File: src/rv_isa_pkg.sv
package rv_isa_pkg;

	// ********************
	// rv32 op major opcode
	// ********************

	// register-register alu instructions.
	localparam logic [6:0] OPCODE_OP = 7'b0110011;

	// funct7 of the m extension.
	localparam logic [6:0] FUNCT7_MULDIV = 7'b0000001;

	// ********************
	// m extension funct3
	// ********************

	localparam logic [2:0] F3_MUL    = 3'b000;
	localparam logic [2:0] F3_MULH   = 3'b001;
	localparam logic [2:0] F3_MULHSU = 3'b010;
	localparam logic [2:0] F3_MULHU  = 3'b011;

	// bit 0 clear means signed, bit 1 set means remainder.
	localparam logic [2:0] F3_DIV    = 3'b100;
	localparam logic [2:0] F3_DIVU   = 3'b101;
	localparam logic [2:0] F3_REM    = 3'b110;
	localparam logic [2:0] F3_REMU   = 3'b111;

endpackage

File: src/pcpi_pkg.sv
package pcpi_pkg;

	// register width.
	localparam int XLEN = 32;

	// one extra bit holds the sign extension.
	localparam int OPW = XLEN + 1;

	// full product of two registers.
	localparam int PRODW = 2 * XLEN;

endpackage

File: src/pcpi_mdu_decode.sv
`timescale 1ns/1ps

module pcpi_mdu_decode
	import rv_isa_pkg::*;
#(
	parameter int EXTRA_INSN_FFS = 0
) (
	input  logic        clk,
	input  logic        resetn,
	input  logic        pcpi_valid,
	input  logic [31:0] pcpi_insn,
	output logic        mul_any,
	output logic        mul_high,
	output logic        rs1_signed,
	output logic        rs2_signed,
	output logic        div_any,
	output logic        div_signed,
	output logic        div_rem
);
	logic       insn_match;
	logic       insn_valid;
	logic       insn_valid_q;
	logic       insn_hit;
	logic [2:0] funct3;

	assign funct3     = pcpi_insn[14:12];
	assign insn_match = (pcpi_insn[6:0] == OPCODE_OP) && (pcpi_insn[31:25] == FUNCT7_MULDIV);
	assign insn_valid = pcpi_valid && insn_match;

	always_ff @(posedge clk) begin
		if (!resetn)
			insn_valid_q <= 1'b0;
		else
			insn_valid_q <= insn_valid;
	end

	// live valid still qualifies the registered match.
	assign insn_hit = (EXTRA_INSN_FFS != 0) ? (pcpi_valid && insn_valid_q) : insn_valid;

	always_comb begin
		mul_any    = 1'b0;
		mul_high   = 1'b0;
		rs1_signed = 1'b0;
		rs2_signed = 1'b0;
		div_any    = 1'b0;
		div_signed = 1'b0;
		div_rem    = 1'b0;
		if (resetn && insn_hit) begin
			case (funct3)
				F3_MUL:    mul_any = 1'b1;
				F3_MULH:   {mul_any, mul_high, rs1_signed, rs2_signed} = 4'b1111;
				F3_MULHSU: {mul_any, mul_high, rs1_signed} = 3'b111;
				F3_MULHU:  {mul_any, mul_high} = 2'b11;
				F3_DIV:    {div_any, div_signed} = 2'b11;
				F3_DIVU:   div_any = 1'b1;
				F3_REM:    {div_any, div_signed, div_rem} = 3'b111;
				F3_REMU:   {div_any, div_rem} = 2'b11;
				default:   mul_any = 1'b0;
			endcase
		end
	end

endmodule

File: src/pcpi_fast_mul.sv
`timescale 1ns/1ps

module pcpi_fast_mul
	import pcpi_pkg::*;
#(
	parameter int EXTRA_MUL_FFS = 0,
	parameter int MUL_CLKGATE   = 0
) (
	input  logic            clk,
	input  logic            resetn,
	input  logic            mul_any,
	input  logic            mul_high,
	input  logic            rs1_signed,
	input  logic            rs2_signed,
	input  logic [XLEN-1:0] pcpi_rs1,
	input  logic [XLEN-1:0] pcpi_rs2,
	output logic            mul_ready,
	output logic [XLEN-1:0] mul_rd
);
	// stage whose active bit marks a finished product.
	localparam int LAST = (EXTRA_MUL_FFS != 0) ? 3 : 1;

	logic [3:0]              active;
	logic                    busy;
	logic                    start;
	logic                    high_q;
	logic [OPW-1:0]          op1;
	logic [OPW-1:0]          op2;
	logic [OPW-1:0]          op1_q;
	logic [OPW-1:0]          op2_q;
	logic [OPW-1:0]          mul_a;
	logic [OPW-1:0]          mul_b;
	logic signed [2*OPW-1:0] full_prod;
	logic [PRODW-1:0]        prod;
	logic [PRODW-1:0]        prod_q;
	logic [PRODW-1:0]        prod_out;
	logic                    ld_op_q;
	logic                    ld_prod;
	logic                    ld_prod_q;

	// ********************
	// stage sequencing
	// ********************

	// no restart while a result is still in the pipe.
	assign busy  = (EXTRA_MUL_FFS != 0) ? |active : |active[1:0];
	assign start = mul_any && !busy;

	always_ff @(posedge clk) begin
		if (!resetn)
			active <= '0;
		else
			active <= {active[2:0], start};
	end

	assign ld_op_q   = (MUL_CLKGATE == 0) || active[0];
	assign ld_prod   = (MUL_CLKGATE == 0) || ((EXTRA_MUL_FFS != 0) ? active[1] : active[0]);
	assign ld_prod_q = (MUL_CLKGATE == 0) || active[2];

	// ********************
	// datapath
	// ********************

	// operands extended by signedness.
	always_ff @(posedge clk) begin
		if (start) begin
			op1    <= rs1_signed ? {pcpi_rs1[XLEN-1], pcpi_rs1} : {1'b0, pcpi_rs1};
			op2    <= rs2_signed ? {pcpi_rs2[XLEN-1], pcpi_rs2} : {1'b0, pcpi_rs2};
			high_q <= mul_high;
		end
	end

	always_ff @(posedge clk) begin
		if (ld_op_q) begin
			op1_q <= op1;
			op2_q <= op2;
		end
	end

	assign mul_a = (EXTRA_MUL_FFS != 0) ? op1_q : op1;
	assign mul_b = (EXTRA_MUL_FFS != 0) ? op2_q : op2;

	assign full_prod = $signed(mul_a) * $signed(mul_b);

	always_ff @(posedge clk) begin
		if (ld_prod)
			prod <= full_prod[PRODW-1:0];
	end

	always_ff @(posedge clk) begin
		if (ld_prod_q)
			prod_q <= prod;
	end

	assign prod_out = (EXTRA_MUL_FFS != 0) ? prod_q : prod;

	// upper word for the mulh family.
	assign mul_rd    = high_q ? prod_out[PRODW-1:XLEN] : prod_out[XLEN-1:0];
	assign mul_ready = active[LAST];

endmodule

File: src/pcpi_div.sv
`timescale 1ns/1ps

module pcpi_div
	import pcpi_pkg::*;
(
	input  logic            clk,
	input  logic            resetn,
	input  logic            div_any,
	input  logic            div_signed,
	input  logic            div_rem,
	input  logic [XLEN-1:0] pcpi_rs1,
	input  logic [XLEN-1:0] pcpi_rs2,
	output logic            div_wait,
	output logic            div_ready,
	output logic [XLEN-1:0] div_rd
);
	localparam int CNTW = $clog2(XLEN + 1);

	logic            running;
	logic            done_hold;
	logic            start;
	logic            finish;
	logic [CNTW-1:0] count;
	logic [XLEN-1:0] quo;
	logic [XLEN-1:0] rem;
	logic [XLEN-1:0] divisor;
	logic            quo_neg;
	logic            rem_neg;
	logic            rem_op;
	logic [XLEN-1:0] abs_rs1;
	logic [XLEN-1:0] abs_rs2;
	logic [OPW-1:0]  rem_shift;
	logic [OPW-1:0]  diff;
	logic            fits;

	// done_hold keeps a held request from restarting right after ready.
	assign start  = div_any && !running && !done_hold;
	assign finish = running && (count == '0);

	assign abs_rs1 = (div_signed && pcpi_rs1[XLEN-1]) ? -pcpi_rs1 : pcpi_rs1;
	assign abs_rs2 = (div_signed && pcpi_rs2[XLEN-1]) ? -pcpi_rs2 : pcpi_rs2;

	// ********************
	// control
	// ********************

	always_ff @(posedge clk) begin
		if (!resetn) begin
			running   <= 1'b0;
			done_hold <= 1'b0;
			div_wait  <= 1'b0;
			div_ready <= 1'b0;
		end else begin
			div_ready <= 1'b0;
			done_hold <= 1'b0;
			if (start) begin
				running  <= 1'b1;
				div_wait <= 1'b1;
			end else if (finish) begin
				running   <= 1'b0;
				div_wait  <= 1'b0;
				div_ready <= 1'b1;
				done_hold <= 1'b1;
			end
		end
	end

	// ********************
	// restoring divider
	// ********************

	// partial remainder with the next dividend bit shifted in.
	assign rem_shift = {rem, quo[XLEN-1]};
	assign diff      = rem_shift - {1'b0, divisor};
	assign fits      = !diff[OPW-1];

	always_ff @(posedge clk) begin
		if (start) begin
			quo     <= abs_rs1;
			rem     <= '0;
			divisor <= abs_rs2;
			count   <= CNTW'(XLEN);
			// zero divisor keeps the all-ones quotient.
			quo_neg <= div_signed && (pcpi_rs1[XLEN-1] ^ pcpi_rs2[XLEN-1]) && (|pcpi_rs2);
			rem_neg <= div_signed && pcpi_rs1[XLEN-1];
			rem_op  <= div_rem;
		end else if (running && !finish) begin
			rem   <= fits ? diff[XLEN-1:0] : rem_shift[XLEN-1:0];
			quo   <= {quo[XLEN-2:0], fits};
			count <= count - 1'b1;
		end
	end

	// sign fixup on the last cycle.
	always_ff @(posedge clk) begin
		if (finish) begin
			if (rem_op)
				div_rd <= rem_neg ? -rem : rem;
			else
				div_rd <= quo_neg ? -quo : quo;
		end
	end

endmodule

File: src/pcpi_mdu.sv
`timescale 1ns/1ps

module pcpi_mdu
	import pcpi_pkg::*;
#(
	parameter int EXTRA_INSN_FFS = 0,
	parameter int EXTRA_MUL_FFS  = 0,
	parameter int MUL_CLKGATE    = 0
) (
	input  logic            clk,
	input  logic            resetn,
	input  logic            pcpi_valid,
	input  logic [31:0]     pcpi_insn,
	input  logic [XLEN-1:0] pcpi_rs1,
	input  logic [XLEN-1:0] pcpi_rs2,
	output logic            pcpi_wr,
	output logic [XLEN-1:0] pcpi_rd,
	output logic            pcpi_wait,
	output logic            pcpi_ready
);
	logic            mul_any;
	logic            mul_high;
	logic            rs1_signed;
	logic            rs2_signed;
	logic            div_any;
	logic            div_signed;
	logic            div_rem;
	logic            mul_ready;
	logic [XLEN-1:0] mul_rd;
	logic            div_wait;
	logic            div_ready;
	logic [XLEN-1:0] div_rd;

	pcpi_mdu_decode #(
		.EXTRA_INSN_FFS(EXTRA_INSN_FFS)
	) u_decode (
		.clk       (clk),
		.resetn    (resetn),
		.pcpi_valid(pcpi_valid),
		.pcpi_insn (pcpi_insn),
		.mul_any   (mul_any),
		.mul_high  (mul_high),
		.rs1_signed(rs1_signed),
		.rs2_signed(rs2_signed),
		.div_any   (div_any),
		.div_signed(div_signed),
		.div_rem   (div_rem)
	);

	pcpi_fast_mul #(
		.EXTRA_MUL_FFS(EXTRA_MUL_FFS),
		.MUL_CLKGATE  (MUL_CLKGATE)
	) u_mul (
		.clk       (clk),
		.resetn    (resetn),
		.mul_any   (mul_any),
		.mul_high  (mul_high),
		.rs1_signed(rs1_signed),
		.rs2_signed(rs2_signed),
		.pcpi_rs1  (pcpi_rs1),
		.pcpi_rs2  (pcpi_rs2),
		.mul_ready (mul_ready),
		.mul_rd    (mul_rd)
	);

	pcpi_div u_div (
		.clk       (clk),
		.resetn    (resetn),
		.div_any   (div_any),
		.div_signed(div_signed),
		.div_rem   (div_rem),
		.pcpi_rs1  (pcpi_rs1),
		.pcpi_rs2  (pcpi_rs2),
		.div_wait  (div_wait),
		.div_ready (div_ready),
		.div_rd    (div_rd)
	);

	// one instruction in flight, so at most one unit is ready.
	assign pcpi_ready = mul_ready || div_ready;
	assign pcpi_wr    = pcpi_ready;
	assign pcpi_rd    = div_ready ? div_rd : mul_rd;
	assign pcpi_wait  = div_wait;

endmodule

File: config.mk
export PLATFORM = sky130hd
export DESIGN_NAME = pcpi_mdu
export DESIGN_NICKNAME = d
export VERILOG_FILES = /design/src/rv_isa_pkg.sv /design/src/pcpi_pkg.sv /design/src/pcpi_mdu_decode.sv /design/src/pcpi_fast_mul.sv /design/src/pcpi_div.sv /design/src/pcpi_mdu.sv
export SDC_FILE = /design/constraint.sdc
export NUM_CORES = 2
export LEC_CHECK = 0
export BUFFER_PORTS_ARGS = -buffer_cell sky130_fd_sc_hd__buf_2
export CAP_MARGIN = 25
export CORE_ASPECT_RATIO = 1.75
export CORE_MARGIN = 1.5
export CORE_UTILIZATION = 65
export DETAILED_ROUTE_END_ITERATION = 12
export PLACE_DENSITY = 0.82
export SLEW_MARGIN = 25
export SYNTH_ARGS = -nofsm -noshare
export SYNTH_HDL_FRONTEND = slang
export SYNTH_SLANG_ARGS = --single-unit
File: constraint.sdc
create_clock -name clk -period 12.2 [get_ports clk]
set_input_delay 0.61 -clock clk [delete_from_list [all_inputs] [get_ports clk]]
set_output_delay 0.61 -clock clk [all_outputs]
set_load 0.01 [all_outputs]
=== Word level (Yosys, flattened, before mapping) ===
Index checks and enable logic that the tools add are counted.

* Bits in registers: 272
* Logic and storage cells: 91

* $add $sub $neg: 6
* Multiply operators: 1
* Equality and inequality tests: 9
* Mux-type cells: 25
* Bitwise logic cells: 2
* Reduce and logical (&&, ||, !) cells: 31

{| class="wikitable"
|+ Operator list
! operator !! number
|-
| $mux W32 || 10
|-
| $neg A32 Y32 || 4
|-
| $mul A33 B33 Y64 || 1
|-
| $sub A33 B32 Y33 || 1
|-
| $reduce_or A32 Y1 || 1
|-
| $mux W1 || 15
|-
| $eq A3 B3 Y1 const B || 4
|-
| $logic_and A1 B1 Y1 || 12
|-
| $reduce_or A2 Y1 || 5
|-
| $reduce_or A4 Y1 || 2
|-
| $eq A7 B1 Y1 const B || 1
|-
| $eq A7 B6 Y1 const B || 1
|-
| $eq A3 B2 Y1 const B || 2
|-
| $logic_not A6 Y1 || 1
|-
| $sub A6 B1 Y6 const B || 1
|-
| $logic_not A1 Y1 || 5
|-
| $reduce_bool A2 Y1 || 2
|-
| $eq A3 B1 Y1 const B || 1
|-
| $logic_not A3 Y1 || 1
|-
| $reduce_or A3 Y1 || 1
|-
| $logic_or A1 B1 Y1 || 1
|-
| $not A1 Y1 || 1
|-
| $xor A1 B1 Y1 || 1
|}

=== Depth between registers and ports, before layout ===
* Word-level depth: 8
* Mapped depth: 29
* Gate-level depth less buffers: 27

=== Cells and area by module ===
From an unflattened synthesis, not the netlist that was laid out.

* Cells, all modules: 5,517
* Area total of the unflattened synthesis: 52,575.4 um2

{| class="wikitable"
|+ Modules (own cells, without submodules)
! module !! times used !! cells an instance !! area each (um2) !! seq. area each (um2)
|-
| pcpi_fast_mul || 1 || 4,329 || 42,084.1 || 3,333.2
|-
| pcpi_div || 1 || 1,132 || 9,789.4 || 3,773.6
|-
| pcpi_mdu || 1 || 38 || 554.3 || 0.0
|-
| pcpi_mdu_decode || 1 || 18 || 147.6 || 0.0
|}

=== Worst setup path after synthesis ===
OpenSTA, ideal clock, no wires.

* Path type: in2reg
* From: in pcpi_insn[30]
* To: reg u_mul.high_q (enable)
* Setup time: 0.658 ns
* Arrival time: 7.476 ns
* Slack: 4.067 ns
* Stages: 3
* Path buffers: 0
* Cells stage by stage: nor4b_1 > nand4_1 > nor4_1

* Cells in the longest elaborated chain, start to end: 6

{| class="wikitable"
|+ Ends and longest elaborated chain
! what !! RTL line !! text
|-
| start, declared || pcpi_mdu.sv:13 || <nowiki>input logic [31:0] pcpi_insn,</nowiki>
|-
| $eq A7 B1 Y1 || pcpi_mdu_decode.sv:27 || <nowiki>assign insn_match = (pcpi_insn[6:0] == OPCODE_OP) && (pcpi_insn[31:25] == FUNCT7_MULDIV);</nowiki>
|-
| $logic_and A1 B1 Y1 || pcpi_mdu_decode.sv:27 ||
|-
| $logic_and A1 B1 Y1 || pcpi_mdu_decode.sv:28 || <nowiki>assign insn_valid = pcpi_valid && insn_match;</nowiki>
|-
| $logic_and A1 B1 Y1 || pcpi_mdu_decode.sv:48 || <nowiki>if (resetn && insn_hit) begin</nowiki>
|-
| $mux W1 || pcpi_mdu_decode.sv:48 ||
|-
| $logic_and A1 B1 Y1 || pcpi_fast_mul.sv:47 || <nowiki>assign start = mul_any && !busy;</nowiki>
|-
| net u_mul.start || pcpi_fast_mul.sv:25 || <nowiki>logic start;</nowiki>
|-
| end signal, assigned || pcpi_fast_mul.sv:69 || <nowiki>high_q <= mul_high;</nowiki>
|-
| end, declared || pcpi_fast_mul.sv:26 || <nowiki>logic high_q;</nowiki>
|}

The timed path passes the listed nets, and every way through them passes these cells.
A chain may end at the register's enable or synchronous reset.

=== Worst setup path in the final report ===
* From: reg u_mul.op1[22], in the netlist u_mul.mul_a[22]
* To: reg u_mul.prod[62]

* Cells in the longest elaborated chain, start to end: 1

{| class="wikitable"
|+ Ends and longest elaborated chain
! what !! RTL line !! text
|-
| start, declared || pcpi_fast_mul.sv:27 || <nowiki>logic [OPW-1:0] op1;</nowiki>
|-
| start signal, assigned || pcpi_fast_mul.sv:67 || <nowiki>op1 <= rs1_signed ? {pcpi_rs1[XLEN-1], pcpi_rs1} : {1'b0, pcpi_rs1};</nowiki>
|-
| $mul A33 B33 Y64 || pcpi_fast_mul.sv:83 || <nowiki>assign full_prod = $signed(mul_a) * $signed(mul_b);</nowiki>
|-
| net u_mul.full_prod[62] || pcpi_fast_mul.sv:33 || <nowiki>logic signed [2*OPW-1:0] full_prod;</nowiki>
|-
| end signal, assigned || pcpi_fast_mul.sv:87 || <nowiki>prod <= full_prod[PRODW-1:0];</nowiki>
|-
| end, declared || pcpi_fast_mul.sv:34 || <nowiki>logic [PRODW-1:0] prod;</nowiki>
|}

The timed path passes the listed nets, and every way through them passes these cells.

==> impl_metrics.py <==
metrics = {
    "power": {
        "peakVddDrop_uv": 121,
        "powerDensity_nw_per_um2": 33.2,
        "clkPwrFrac_pct": 41.2,
        "seq_power_share_pct": 54.4,
        "switching_share_pct": 22.3,
        "p_leak_nw": 26.2,
        "pwr-share-comb_pct": 4.4,
        "finalPower_mw": 1.79,
        "p_int_mw": 1.39,
        "p_sw_mw": 0.399,
    },
    "global_route": {
        "grt_pass1_wl_um": 222000,
        "use_met2_pct": 65.0,
        "globalRouteOverflowTotal": 0,
        "met3_usage_pct": 4.11,
        "grt_max_degree": 87,
        "grt_antenna_before_repair": 13,
        "track_usage_pct": 35.9,
        "grt_use_met1_pct": 37.0,
        "top_usage_layer": "met2",
        "grt_pass1_vias": 42600,
    },
    "route": {
        "ant_nets": 0,
        "firstDrtPassIters": 6,
        "vias": 38400,
        "post_drt_via_cell_ratio": 5.93,
        "drt_iter0_drc": 2698,
        "wl_um": 140000,
        "wire_per_inst_um": 21.6,
        "drc_errors": 0,
    },
    "clocking": {
        "post_cts_resized": 0,
        "cts_setup_buffers": 0,
        "cts_sinks": 272,
        "h-tree-depth": 1,
        "clock_latency_ps": 550,
        "cts_hold_buffers": 0,
        "clk_pin_slew_worst_paths_ps": 70,
        "cts_max_path_buffers": 3,
        "cts_inserted_buffers": 25,
        "cts_tree": "done",
        "cts_root_buffer": "clkbuf_16",
    },
    "logic_synthesis": {
        "synth_area_um2": 51800,
        "ys_types": 63,
        "synthCells": 5470,
        "async_flop_share_pct": 0,
        "synthFlopType": "edfxtp_1",
        "yosys_warnings": 0,
        "yosys.area.top_type_share_pct": 43.5,
        "yosysTopAreaCell": "fa_1",
        "synth_edf_count": 166,
        "synth_nets": 6944,
        "synth_common_cells": "inv_1 (1130), fa_1 (1126), nand2_1 (707), and2_1 (555), clkbuf_1 (263)",
        "yosys-top-cells-area": "fa_1 (44%), edfxtp_1 (9.6%), inv_1 (8.2%), and2_1 (6.7%), ha_1 (6.0%)",
        "yosysSeqAreaShare_pct": 13.7,
        "synth_most_common_cell": "inv_1",
        "synth.avg_cell_area_um2": 9.47,
        "synth_seq_cells": 272,
    },
    "worst_setup_path": {
        "reg2reg_to": "u_mul.prod[62]",
        "crit_slowest_cell": "a2111oi_0",
        "critPathTopFamily": "adder cells",
        "crit_buf_inv": 6,
        "end_kind": "flop",
        "critPathKind": "reg -> reg",
        "required_ps": 12620,
        "crit_fanout": 27,
        "reg2reg_depth": 26,
        "crit_top_cell": "fa_1",
        "worst_path_largest_cell_delay_ps": 860,
        "ff2ff_setup_slack_ps": 3060,
        "critPathLaunchType": "flop",
        "arrival_ps": 9560,
        "r2r_start": "u_mul.mul_a[22]",
    },
    "min_path": {
        "min_to": "u_mul.mul_a[1]",
        "holdPathStages": 1,
        "worstHoldPathType": "in -> reg",
        "min_from": "pcpi_rs1[1]",
    },
    "cells_and_area": {
        "layout.nets": 6891,
        "drive_gt1_share_pct": 4.47,
        "area_growth_pct": 4.33,
    },
    "die": {
        "fp.dieW_um": 216,
        "placementRows": 136,
        "io_pins": 134,
        "die_y_um": 376,
        "initial_core_util_pct": 65.7,
        "die_area_um2": 81400,
        "core-area_um2": 78800,
    },
    "sta": {
        "hold_viol_final": 0,
        "tns_ps": 0,
        "relSlewSlack_pct": 25.9,
        "slew_violations": 0,
        "min_period_ps": 9140,
        "rsz0062_at_grt": "false",
        "worst_clock_skew_ps": 14.5,
        "max_freq_mhz": 109,
        "setup_viol": 0,
        "fin_crit_sh_pct": 74.9,
        "worst_pin_slew_ps": 1110,
    },
    "run_status": {
        "status": "complete, no violations",
    },
    "placement": {
        "dp_hpwl_um": 111000,
        "place.gp.congestion": 0.972,
        "io_buffers": 118,
    },
    "flow_run": {
        "cap_violations": 0,
    },
}
## metal layers
layer / share of wire (%) / vias up
li1: - / 16400
met5: 0.11 / -
met1: 31 / 19300
met2: 52 / 1881
met3: 6.3 / 808
met4: 10 / 22
## placed cells by master (no fill, tap or decap), drive strengths merged, types with 4 or more instances in the layout
master / n
a2111oi: 4
a211oi: 14
a21boi: 6
a21o: 50
a21oi: 133
a31oi: 8
a32oi: 4
and2: 555
and3: 11
buf: 197
clkbuf: 34
clkinv: 9
dfxtp: 106
edfxtp: 166
fa: 1126
ha: 249
inv: 1129
mux2i: 59
nand2: 707
nand2b: 23
nand3: 46
nand3b: 4
nand4: 20
nor2: 115
nor2b: 37
nor3: 31
nor4: 19
o211ai: 7
o21a: 14
o21ai: 191
o21bai: 13
o221ai: 6
o31ai: 32
o41ai: 20
or3: 15
or4: 20
xnor2: 127
xor2: 100
## power groups by stage
stage / sequential [mW] / clock (mW) / combinational (mW)
5_1_grt: 0.974 / 0.771 / 0.0841
2_1_floorplan: 0.993 / 0 / 0.0315
6_report: 0.974 / 0.738 / 0.0796
4_1_cts: 0.974 / 0.742 / 0.0780
3_3_place_gp: 0.995 / 0 / 0.0770
3_5_place_dp: 0.995 / 0 / 0.0776
## final cells by class
type | count | area, um^2
multi-input cells | 3791 | 39400
fillers | 5984 | 24800
flip-flops and latches | 272 | 7110
inverters | 1130 | 4240
well taps | 1035 | 1290
repair buffers | 197 | 1230
clock buffers | 34 | 681
clock inverters | 11 | 60.1
diodes | 1 | 2.50
## how the worst max path moves through the flow
stage,start,depth (start not counted),slack [ps],endpoint
after floorplan,pcpi_insn[30],3,4070,u_mul.high_q
after global placement,u_mul.mul_b[1],19,2820,u_mul.prod[63]
after detailed placement,u_mul.mul_b[0],21,3180,u_mul.prod[63]
after CTS,u_mul.mul_b[0],21,3160,u_mul.prod[63]
after global routing,u_mul.mul_a[22],26,2730,u_mul.prod[62]
final,u_mul.mul_a[22],26,3060,u_mul.prod[62]
## worst reg2reg max path: stages, from the launching register on
cell       delay (ps)
edfxtp_1          670
buf_4             440
nand2_1           180
fa_1              520
fa_1              500
inv_1              50
fa_1              480
inv_1              60
fa_1              530
inv_1              50
fa_1              480
fa_1              510
fa_1              500
inv_1              50
fa_1              500
inv_1              50
ha_1              400
nand4_1           190
o221ai_1          190
a211oi_1          310
o21ai_0           180
a211oi_1          380
o21ai_0           250
a21o_1            240
a2111oi_0         860
o21ai_0           260
xor2_1            190
## cells by family (layout without fill, tap and decap cells)
group / after synthesis / in the layout / synth area share, %
simple gates: 1608 / 1608 / 15.4
buf+inv: 1407 / 1372 / 10.2
fa+ha+maj: 1375 / 1375 / 49.5
compound gates: 522 / 522 / 6.17
flops: 272 / 272 / 13.7
xor+xnor: 227 / 227 / 3.84
mux: 59 / 59 / 1.14
other cells: 0 / 1 / 0
## flip-flops by register name (all words and copies together), names as in the netlist
| name | count |
|---|---|
| u_div.count | 6 |
| u_div.div_rd | 32 |
| u_div.div_ready | 1 |
| u_div.divisor | 32 |
| u_div.quo | 32 |
| u_div.quo_neg | 1 |
| u_div.rem | 32 |
| u_div.rem_neg | 1 |
| u_div.rem_op | 1 |
| u_div.running | 1 |
| u_mul.active | 2 |
| u_mul.high_q | 1 |
| u_mul.mul_a | 33 |
| u_mul.mul_b | 33 |
| u_mul.prod | 64 |
## through the flow
step	worst slack [ps]	utilization [%]	std cells	hold slack, ps	instance area, um^2
after floorplan	4070	-	5470	414	51800
after global placement	2820	67.5	6421	449	53200
after detailed placement	3180	67.6	6423	462	53200
after CTS	3160	68.5	6468	282	54000
after global routing	2730	68.6	6470	290	54000
final	3060	68.6	6471	294	54000
No activity file was read; power rests on OpenSTA's default activity.
